File: config.mk
export PLATFORM = sky130hd
export DESIGN_NAME = id_stage
export DESIGN_NICKNAME = d
export VERILOG_FILES = /design/src/id_pkg.sv /design/src/rv32i_decoder.sv /design/src/load_scoreboard.sv /design/src/int_regfile.sv /design/src/operand_forward.sv /design/src/id_stage.sv
export VERILOG_INCLUDE_DIRS = /design/src /design/src/src
export SDC_FILE = /design/constraint.sdc
export NUM_CORES = 2
export LEC_CHECK = 0
export BUFFER_PORTS_ARGS = -buffer_cell sky130_fd_sc_hd__buf_2
export CORE_ASPECT_RATIO = 1.75
export CORE_MARGIN = 4
export CORE_UTILIZATION = 60
export CTS_CLUSTER_SIZE = 25
export DETAILED_ROUTE_END_ITERATION = 12
export PLACE_DENSITY = 0.8
export SETUP_SLACK_MARGIN = 0.15
export SYNTH_ARGS = -nofsm -noshare
export SYNTH_HDL_FRONTEND = slang
export SYNTH_SLANG_ARGS = --single-unit
File: constraint.sdc
create_clock -name clk_i -period 11.4 [get_ports clk_i]
set_clock_uncertainty 0.15 [all_clocks]
set_input_delay 2.28 -clock clk_i [delete_from_list [all_inputs] [get_ports clk_i]]
set_output_delay 2.28 -clock clk_i [all_outputs]
set_load 0.005 [all_outputs]
File: src/id_settings.svh
/*
 * sizing and opcode constants for the decode stage
 * include wherever a width or a major opcode is needed
 */

`ifndef ID_SETTINGS_SVH
`define ID_SETTINGS_SVH

// --------------------
// data path sizing
// --------------------
`define ID_XLEN        32
`define ID_REG_ADDR_W  5
// x0 counted, never stored
`define ID_NUM_REGS    32

// --------------------
// rv32i major opcodes
// --------------------
// register-register alu group
`define ID_OPC_OP      7'b0110011
// register-immediate alu group
`define ID_OPC_OP_IMM  7'b0010011
`define ID_OPC_LUI     7'b0110111
`define ID_OPC_AUIPC   7'b0010111
`define ID_OPC_LOAD    7'b0000011

`endif

File: src/id_pkg.sv
/*
 * types shared by the decode stage and its neighbours
 * import into any module that touches fetch, write-back or decoded control
 */

`include "id_settings.svh"

package id_pkg;

    // alu operation handed to execute
    typedef enum logic [3:0] {
        alu_add, alu_sub, alu_sll, alu_slt, alu_sltu,
        alu_xor, alu_srl, alu_sra, alu_or, alu_and
    } alu_op_e;

    // unit that completes the instruction
    typedef enum logic {
        zone_alu,
        zone_loadq
    } zone_e;

    typedef logic [`ID_REG_ADDR_W-1:0] reg_addr_t;
    typedef logic [`ID_XLEN-1:0]       xdata_t;

    // one fetched instruction from the prefetch unit
    typedef struct packed {
        xdata_t ins;
        xdata_t pc;
        logic   ferr;
    } fetch_t;

    // register write-back port
    typedef struct packed {
        logic      wr;
        reg_addr_t addr;
        xdata_t    data;
    } wb_port_t;

    // control handed to execute
    typedef struct packed {
        zone_e     zone;
        alu_op_e   alu_op;
        reg_addr_t regd_addr;
        logic [2:0] funct3;
        logic      uerr;
        logic      ferr;
    } exs_ctrl_t;

    // decoder output, ferr joins later from the fetch
    typedef struct packed {
        zone_e      zone;
        alu_op_e    alu_op;
        reg_addr_t  regd_addr;
        logic [2:0] funct3;
        logic       uerr;
        logic       regd_tgt;
        reg_addr_t  regs1_addr;
        logic       regs1_rd;
        reg_addr_t  regs2_addr;
        logic       regs2_rd;
        xdata_t     imm;
        logic       sels1_pc;
        logic       sels1_zero;
        logic       sels2_imm;
    } dec_t;

endpackage

File: src/rv32i_decoder.sv
/*
 * combinational rv32i decoder for the op, op-imm, lui, auipc and load groups
 * anything else comes out flagged as an undefined instruction
 */

`timescale 1ns/1ps

`include "id_settings.svh"

module rv32i_decoder import id_pkg::*; (
    input  xdata_t ins_i,
    output dec_t   dec_o
);

    // --------------------
    // instruction fields
    // --------------------
    logic [6:0] opcode;
    logic [2:0] funct3;
    logic [6:0] funct7;
    xdata_t     imm_i_type;
    xdata_t     imm_u_type;

    assign opcode = ins_i[6:0];
    assign funct3 = ins_i[14:12];
    assign funct7 = ins_i[31:25];

    // i-type, sign extended from bit 31
    assign imm_i_type = {{(`ID_XLEN-12){ins_i[31]}}, ins_i[31:20]};
    // u-type, upper 20 bits with zero fill
    assign imm_u_type = {ins_i[31:12], 12'b0};

    // funct3 onto alu op
    // alt picks sub over add and sra over srl
    function automatic alu_op_e alu_op_map(input logic [2:0] f3, input logic alt);
        alu_op_e op;
        case (f3)
            3'b000:  op = alt ? alu_sub : alu_add;
            3'b001:  op = alu_sll;
            3'b010:  op = alu_slt;
            3'b011:  op = alu_sltu;
            3'b100:  op = alu_xor;
            3'b101:  op = alt ? alu_sra : alu_srl;
            3'b110:  op = alu_or;
            default: op = alu_and;
        endcase
        return op;
    endfunction

    // --------------------
    // decode
    // --------------------
    always_comb begin
        dec_o            = '0;
        dec_o.zone       = zone_alu;
        dec_o.alu_op     = alu_add;
        dec_o.regd_addr  = ins_i[11:7];
        dec_o.funct3     = funct3;
        dec_o.regs1_addr = ins_i[19:15];
        dec_o.regs2_addr = ins_i[24:20];

        case (opcode)
            `ID_OPC_OP: begin
                dec_o.regd_tgt = 1'b1;
                dec_o.regs1_rd = 1'b1;
                dec_o.regs2_rd = 1'b1;
                dec_o.alu_op   = alu_op_map(funct3, funct7[5]);
            end
            `ID_OPC_OP_IMM: begin
                dec_o.regd_tgt  = 1'b1;
                dec_o.regs1_rd  = 1'b1;
                dec_o.imm       = imm_i_type;
                dec_o.sels2_imm = 1'b1;
                // only the right shift uses funct7, addi has no subtract form
                dec_o.alu_op    = alu_op_map(funct3, (funct3 == 3'b101) && funct7[5]);
            end
            `ID_OPC_LUI: begin
                // 0 + imm
                dec_o.regd_tgt   = 1'b1;
                dec_o.imm        = imm_u_type;
                dec_o.sels1_zero = 1'b1;
                dec_o.sels2_imm  = 1'b1;
            end
            `ID_OPC_AUIPC: begin
                // pc + imm
                dec_o.regd_tgt  = 1'b1;
                dec_o.imm       = imm_u_type;
                dec_o.sels1_pc  = 1'b1;
                dec_o.sels2_imm = 1'b1;
            end
            `ID_OPC_LOAD: begin
                // address is rs1 + offset, data comes back through the queue
                dec_o.zone      = zone_loadq;
                dec_o.regd_tgt  = 1'b1;
                dec_o.regs1_rd  = 1'b1;
                dec_o.imm       = imm_i_type;
                dec_o.sels2_imm = 1'b1;
            end
            default: begin
                // no reads, no target, so no hazard and no scoreboard entry
                dec_o.uerr = 1'b1;
            end
        endcase
    end

endmodule

File: src/load_scoreboard.sv
/*
 * pending-load flags for registers 1 to 31
 * stalls a fetch that reads or targets a register still waiting on a load
 */

`timescale 1ns/1ps

`include "id_settings.svh"

module load_scoreboard import id_pkg::*; (
    input  logic     clk_i,
    input  logic     resetb_i,
    input  logic     dav_i,
    input  logic     accept_i,
    input  dec_t     dec_i,
    input  wb_port_t exs_wb_i,
    input  logic     cncl_load_i,
    input  wb_port_t lsq_wb_i,
    output logic     stall_o
);

    // one flag per stored register, x0 never pends
    logic [`ID_NUM_REGS-1:1] pending_q;
    logic                    s1_hit;
    logic                    s2_hit;
    logic                    rd_hit;

    // --------------------
    // hazard detect
    // --------------------
    // zero check first keeps the x0 index out of the vector
    assign s1_hit = dec_i.regs1_rd && (dec_i.regs1_addr != '0) && pending_q[dec_i.regs1_addr];
    assign s2_hit = dec_i.regs2_rd && (dec_i.regs2_addr != '0) && pending_q[dec_i.regs2_addr];
    // second load or alu write to the same rd would clear the flag too early
    assign rd_hit = dec_i.regd_tgt && (dec_i.regd_addr != '0) && pending_q[dec_i.regd_addr];

    assign stall_o = dav_i & (s1_hit | s2_hit | rd_hit);

    // --------------------
    // flag update
    // --------------------
    always_ff @(posedge clk_i or negedge resetb_i) begin
        if (!resetb_i) begin
            pending_q <= '0;
        end else begin
            // load accepted, result now owed by the queue
            if (accept_i && dec_i.regd_tgt && dec_i.zone == zone_loadq
                    && dec_i.regd_addr != '0) begin
                pending_q[dec_i.regd_addr] <= 1'b1;
            end
            // execute dropped the load
            if (cncl_load_i && exs_wb_i.addr != '0) begin
                pending_q[exs_wb_i.addr] <= 1'b0;
            end
            // load data written back
            if (lsq_wb_i.wr && lsq_wb_i.addr != '0) begin
                pending_q[lsq_wb_i.addr] <= 1'b0;
            end
        end
    end

endmodule

File: src/int_regfile.sv
/*
 * integer register file, x1 to x31, two write ports and two read ports
 * read data is registered on the read enable and held otherwise
 */

`timescale 1ns/1ps

`include "id_settings.svh"

module int_regfile import id_pkg::*; (
    input  logic      clk_i,
    input  logic      resetb_i,
    // write ports, a from execute, b from the load/store queue
    input  wb_port_t  wb_a_i,
    input  wb_port_t  wb_b_i,
    // read ports
    input  logic      rd_a_i,
    input  logic      rd_b_i,
    input  reg_addr_t addr_a_i,
    input  reg_addr_t addr_b_i,
    output xdata_t    data_a_o,
    output xdata_t    data_b_o
);

    // x0 is not stored
    xdata_t mem [1:`ID_NUM_REGS-1];

    // --------------------
    // write
    // --------------------
    // b written last so the queue wins a same-register collision
    always_ff @(posedge clk_i) begin
        if (wb_a_i.wr && wb_a_i.addr != '0) begin
            mem[wb_a_i.addr] <= wb_a_i.data;
        end
        if (wb_b_i.wr && wb_b_i.addr != '0) begin
            mem[wb_b_i.addr] <= wb_b_i.data;
        end
    end

    // --------------------
    // read
    // --------------------
    // old contents on a same-edge write, the forward mux covers that case
    always_ff @(posedge clk_i or negedge resetb_i) begin
        if (!resetb_i) begin
            data_a_o <= '0;
            data_b_o <= '0;
        end else begin
            if (rd_a_i) begin
                data_a_o <= (addr_a_i == '0) ? '0 : mem[addr_a_i];
            end
            if (rd_b_i) begin
                data_b_o <= (addr_b_i == '0) ? '0 : mem[addr_b_i];
            end
        end
    end

endmodule

File: src/operand_forward.sv
/*
 * execute result forwarding for both source operands
 * picks current write-back, then last cycle's write-back, then register file data
 */

`timescale 1ns/1ps

module operand_forward import id_pkg::*; (
    input  logic      clk_i,
    input  logic      resetb_i,
    input  wb_port_t  exs_wb_i,
    // source addresses delayed to line up with the read data
    input  reg_addr_t addr_s1_i,
    input  reg_addr_t addr_s2_i,
    input  xdata_t    rf_s1_i,
    input  xdata_t    rf_s2_i,
    output xdata_t    s1_o,
    output xdata_t    s2_o
);

    // last cycle's execute write-back
    wb_port_t fwd_q;

    // --------------------
    // forwarding register
    // --------------------
    always_ff @(posedge clk_i or negedge resetb_i) begin
        if (!resetb_i) begin
            fwd_q <= '0;
        end else begin
            fwd_q <= exs_wb_i;
        end
    end

    // newest copy of one source register
    function automatic xdata_t fwd_select(input reg_addr_t addr, input xdata_t rf_data);
        xdata_t sel;
        if (addr == '0) begin
            // x0 always reads zero from the file
            sel = rf_data;
        end else if (exs_wb_i.wr && exs_wb_i.addr == addr) begin
            sel = exs_wb_i.data;
        end else if (fwd_q.wr && fwd_q.addr == addr) begin
            sel = fwd_q.data;
        end else begin
            sel = rf_data;
        end
        return sel;
    endfunction

    // --------------------
    // forwarding muxes
    // --------------------
    assign s1_o = fwd_select(addr_s1_i, rf_s1_i);
    assign s2_o = fwd_select(addr_s2_i, rf_s2_i);

endmodule

File: src/id_stage.sv
/*
 * rv32i decode stage between the prefetch unit and execute
 * decodes, reads and forwards operands, stalls on pending loads, one cycle latency
 */

`timescale 1ns/1ps

module id_stage import id_pkg::*; (
    input  logic      clk_i,
    input  logic      resetb_i,
    // prefetch side
    input  logic      pfu_dav_i,
    output logic      pfu_ack_o,
    input  fetch_t    pfu_fetch_i,
    // execute side
    output logic      exs_valid_o,
    input  logic      exs_stall_i,
    output exs_ctrl_t exs_ctrl_o,
    output xdata_t    exs_pc_o,
    output xdata_t    exs_operand_left_o,
    output xdata_t    exs_operand_right_o,
    // write-back
    input  wb_port_t  exs_wb_i,
    input  wb_port_t  lsq_wb_i,
    input  logic      exs_regd_cncl_load_i
);

    dec_t      dec;
    logic      ids_stall;
    logic      exs_stall;
    logic      accept;
    xdata_t    rf_s1;
    xdata_t    rf_s2;
    xdata_t    fwd_s1;
    xdata_t    fwd_s2;
    // id register stage
    xdata_t    imm_q;
    logic      sels1_pc_q;
    logic      sels1_zero_q;
    logic      sels2_imm_q;
    reg_addr_t regs1_addr_q;
    reg_addr_t regs2_addr_q;

    // --------------------
    // accept logic
    // --------------------
    // execute only pushes back on a valid output
    assign exs_stall = exs_stall_i & exs_valid_o;
    assign pfu_ack_o = pfu_dav_i & ~ids_stall & ~exs_stall;
    assign accept    = pfu_ack_o;

    rv32i_decoder rv32i_decoder_inst (
        .ins_i (pfu_fetch_i.ins),
        .dec_o (dec)
    );

    load_scoreboard load_scoreboard_inst (
        .clk_i       (clk_i),
        .resetb_i    (resetb_i),
        .dav_i       (pfu_dav_i),
        .accept_i    (accept),
        .dec_i       (dec),
        .exs_wb_i    (exs_wb_i),
        .cncl_load_i (exs_regd_cncl_load_i),
        .lsq_wb_i    (lsq_wb_i),
        .stall_o     (ids_stall)
    );

    // reads launch with the accept, data lands with the id register
    int_regfile int_regfile_inst (
        .clk_i    (clk_i),
        .resetb_i (resetb_i),
        .wb_a_i   (exs_wb_i),
        .wb_b_i   (lsq_wb_i),
        .rd_a_i   (accept & dec.regs1_rd),
        .rd_b_i   (accept & dec.regs2_rd),
        .addr_a_i (dec.regs1_addr),
        .addr_b_i (dec.regs2_addr),
        .data_a_o (rf_s1),
        .data_b_o (rf_s2)
    );

    operand_forward operand_forward_inst (
        .clk_i     (clk_i),
        .resetb_i  (resetb_i),
        .exs_wb_i  (exs_wb_i),
        .addr_s1_i (regs1_addr_q),
        .addr_s2_i (regs2_addr_q),
        .rf_s1_i   (rf_s1),
        .rf_s2_i   (rf_s2),
        .s1_o      (fwd_s1),
        .s2_o      (fwd_s2)
    );

    // --------------------
    // id register stage
    // --------------------
    // valid set on accept, held while execute stalls, dropped otherwise
    always_ff @(posedge clk_i or negedge resetb_i) begin
        if (!resetb_i) begin
            exs_valid_o <= 1'b0;
        end else if (accept) begin
            exs_valid_o <= 1'b1;
        end else if (!exs_stall) begin
            exs_valid_o <= 1'b0;
        end
    end

    always_ff @(posedge clk_i) begin
        if (accept) begin
            exs_ctrl_o.zone      <= dec.zone;
            exs_ctrl_o.alu_op    <= dec.alu_op;
            exs_ctrl_o.regd_addr <= dec.regd_addr;
            exs_ctrl_o.funct3    <= dec.funct3;
            exs_ctrl_o.uerr      <= dec.uerr;
            exs_ctrl_o.ferr      <= pfu_fetch_i.ferr;
            exs_pc_o             <= pfu_fetch_i.pc;
            imm_q                <= dec.imm;
            sels1_pc_q           <= dec.sels1_pc;
            sels1_zero_q         <= dec.sels1_zero;
            sels2_imm_q          <= dec.sels2_imm;
            // source addresses follow the read for the forward compare
            regs1_addr_q         <= dec.regs1_addr;
            regs2_addr_q         <= dec.regs2_addr;
        end
    end

    // --------------------
    // operand select
    // --------------------
    // left is pc for auipc, zero for lui, rs1 otherwise
    always_comb begin
        if (sels1_pc_q) begin
            exs_operand_left_o = exs_pc_o;
        end else if (sels1_zero_q) begin
            exs_operand_left_o = '0;
        end else begin
            exs_operand_left_o = fwd_s1;
        end
    end

    // right is the immediate or rs2
    always_comb begin
        if (sels2_imm_q) begin
            exs_operand_right_o = imm_q;
        end else begin
            exs_operand_right_o = fwd_s2;
        end
    end

endmodule

==> metrics.md <==
| Metric | Value |
|---|---|
| Clock network power share | `37.5%` |
| Logic pwr share | `12.9%` |
| Routed len/inst | `40.0 µm` |
| Worst-path cell chain | `buf_8 > buf_4 > mux2i_1 > a311oi_1 > and3_1 > nor3_2 > or2_0 > nand2_1 > a21oi_4 > buf_2` |
| Largest net degree at the start of global routing | `137` |
| Wirelength, routed | `244000 µm` |
| Unrepaired setup endpoints after global routing | `no` |
| Largest cells by area after synthesis | `edfxtp_1 (47%), mux4_2 (17%), mux2_2 (16%)` |
| Max-Cap Viols | `2` |
| Rel. slew slack | `-5.50%` |
| Setup Viol. Count Final | `0` |
| Seq/Total Area, Yosys | `51.9%` |
| Initial Utilization | `60.5%` |
| Average size of a mapped cell | `15.3 µm²` |
| Top-area cell type share of the netlist area | `47.0%` |
| Worst-Skew Late Latency | `770 ps` |
| Hold crit path type | `register to register` |
| Ys Warns | `0` |
| Hold path startpoint | `int_regfile_inst.data_b_o[27]$_DFFE_PN0P_` |
| DR vias | `46300` |
| P_leak | `26.1 nW` |
| Placer Congestion | `0.951` |
| Reg-to-Reg End | `exs_pc_o[6]$_DFFE_PN_` |
| Routed Antenna Nets | `0` |
| Pint | `7.65 mW` |
| Clock sink count | `1218` |
| CP Data Required Time | `8970 ps` |
| Fin nets | `4629` |
| Net Switching | `2.61 mW` |
| Syn Std Cell Area | `0.0692 mm²` |
| Synth cell count leaders | `edfxtp_1 (1084), mux2_2 (1013), mux4_2 (511)` |
| Maximum vdd drop | `121 µV` |
| Port Buf Inserts | `258` |
| Hold Path Cell Cnt | `2` |
| Post-synth top flop | `edfxtp_1` |
| Post-synth ARST share | `11.0%` |
| Crit Path Category | `input pin to output pin` |
| Core area | `0.114 mm²` |
| Setup TNS | `0 ps` |
| Total gr overflow | `0` |
| Clock root cell | `clkbuf_16` |
| Hold EP | `int_regfile_inst.data_b_o[27]$_DFFE_PN0P_` |
| Clock buffer depth | `3` |
| Synth Instances | `4523` |
| Area post-placement | `0.0718 mm²` |
| CP peak stage delay | `600 ps` |
| HPWL after DPL | `137000 µm` |
| Flop and latch count out of synthesis | `1218` |
| CTS tree | `yes` |
| Yosys top cell by area | `edfxtp_1` |
| Drt pass-1 iters | `7` |
| Area added between synthesis and finish | `9.08%` |
| GRT Util Overall | `39.9%` |
| Status | `finished, violations left` |
| Via density | `7.58` |
| Tcrit/Tclk final | `71.1%` |
| Worst Reg-to-Reg Cells | `8` |
| Row Count | `164` |
| Post-CTS setup buffer count | `0` |
| CTS buffer count | `110` |
| M3 GR Usage | `10.7%` |
| Top-count cell post-synth | `edfxtp_1` |
| Slew Limit Fails | `4` |
| CTS clk-pin slew, worst paths | `70 ps` |
| Crit path time final | `8110 ps` |
| CTS resizes | `0` |
| Register share of total power | `49.5%` |
| Share of cells above drive strength 1 | `47.1%` |
| H-tree lvl count | `3` |
| Die area | `0.121 mm²` |
| Top-level I/O count | `259` |
| Die Ht | `457 µm` |
| Switching part of the total power | `25.5%` |
| Fill count | `7866` |
| Fmax | `0.123 GHz` |
| GRT Max-Usage Layer | `met2` |
| Yosys cell types | `65` |
| DR iter-0 viols | `6562` |
| Failing checks | `capacitance limit, slew limit` |
| Grt met2 use | `61.6%` |
| Power Density | `136 mW/mm²` |
| Number of global-route vias before repair | `47100` |
| Worst reg2reg path startpoint | `load_scoreboard_inst.pending_q[13]$_DFF_PN0_` |
| Initial antenna violation count | `27` |
| M1 GR Usage | `46.5%` |
| Worst Path Arrival | `5680 ps` |
| Syn_nets | `4669` |
| Crit start category | `input pin` |
| Endpoints failing hold | `0` |
| First-pass GRT wire length | `343000 µm` |
| Post-route DRC | `0` |
| Worst Tran Pin Value | `1540 ps` |
| Final Instance Area | `0.0755 mm²` |
| Hold-fix buffers, CTS | `0` |
| Crit-path max FO | `71` |
| Horiz. Die Dim | `265 µm` |
| Worst R2R Setup Slack | `7250 ps` |
| Post-synth EDFFs | `1084` |
| Crit end category | `output pin` |
| CP max-delay cell | `buf_4` |
[layout make-up]
class	instances	area, µm²	area share (%)
tap	1494	1870	2.48
clock buffer	142	3000	3.97
clock inverter	66	631	0.835
timing repair buffer	382	2300	3.04
multi-input combinational	2737	31600	41.8
antenna	37	92.6	0.123
sequential	1218	35900	47.6
inverter	34	133	0.176
[state kept, by name, summed over array words and instances (netlist names), 15 cells and up]
register	flops
exs_ctrl_o	15
exs_pc_o	32
imm_q	32
int_regfile_inst.data_a_o	32
int_regfile_inst.data_b_o	32
int_regfile_inst.mem	992
load_scoreboard_inst.pending_q	31
operand_forward_inst.fwd_q	38
[critical path, delay by kind of cell]
family | cells | cell delay [ps]
buffers and inverters | 3 | 1300
AND/OR/NAND/NOR | 4 | 1090
AO/OA/AOI/OAI | 2 | 640
multiplexers | 1 | 280
[logic make-up after synthesis]
kind of cell	Yosys count	synth area share (%)
flip-flops	1218	51.9
buffers and inverters	568	3.33
multiplexers	1806	37.3
AND/OR/NAND/NOR	458	3.03
XOR/XNOR	20	0.253
AO/OA/AOI/OAI	453	4.20
[layout by cell type, fill, tap and decap left out, drive strengths merged, types with 72 or more instances in the layout]
| cell | count |
|---|---|
| mux2i | 250 |
| dfrtp | 134 |
| o21ai | 198 |
| nor2 | 99 |
| mux2 | 1043 |
| buf | 382 |
| edfxtp | 1084 |
| a21oi | 72 |
| mux4 | 513 |
| nand2 | 214 |
| clkbuf | 142 |
[power by group through the flow]
stage               Clock [mW]  Combinational [mW]  Sequential (mW)
floorplan                    0               0.818             5.15
global placement             0                1.26             5.16
detailed placement           0                1.28             5.17
CTS                       3.84                1.29             5.08
global route              4.03                1.37             5.09
finish                    3.85                1.33             5.08
[layer usage]
metal | part of all wire, % | wire [µm] | vias to the layer above
met3 | 13 | 30900 | 1161
li1 | - | - | 18100
met4 | 11 | 26600 | 10
met1 | 30 | 73400 | 23400
met5 | 0.026 | 64 | -
met2 | 46 | 113000 | 3736
[how the worst max path moves through the flow]
stage                    start        end  slack [ps]  cells after the start
2_1_floorplan  pfu_fetch_i[50]  pfu_ack_o         630                     10
3_3_place_gp   pfu_fetch_i[49]  pfu_ack_o        3290                     10
3_5_place_dp   pfu_fetch_i[49]  pfu_ack_o        3310                     10
4_1_cts        pfu_fetch_i[49]  pfu_ack_o        3310                     10
5_1_grt        pfu_fetch_i[49]  pfu_ack_o        3200                     10
6_report       pfu_fetch_i[49]  pfu_ack_o        3290                     10
[metrics by stage]
step	total power [mW]	hold slack (ps)	worst slack (ps)	utilization, %	cells
6_report	10.3	335	3290	66.0	6110
5_1_grt	10.5	369	3200	66.0	6104
4_1_cts	10.2	336	3310	66.0	6073
3_5_place_dp	6.46	322	3310	62.8	5865
3_3_place_gp	6.42	317	3290	62.8	5865
2_1_floorplan	5.97	295	630	-	4523
Note: power is estimated with default switching activity, not from simulation.
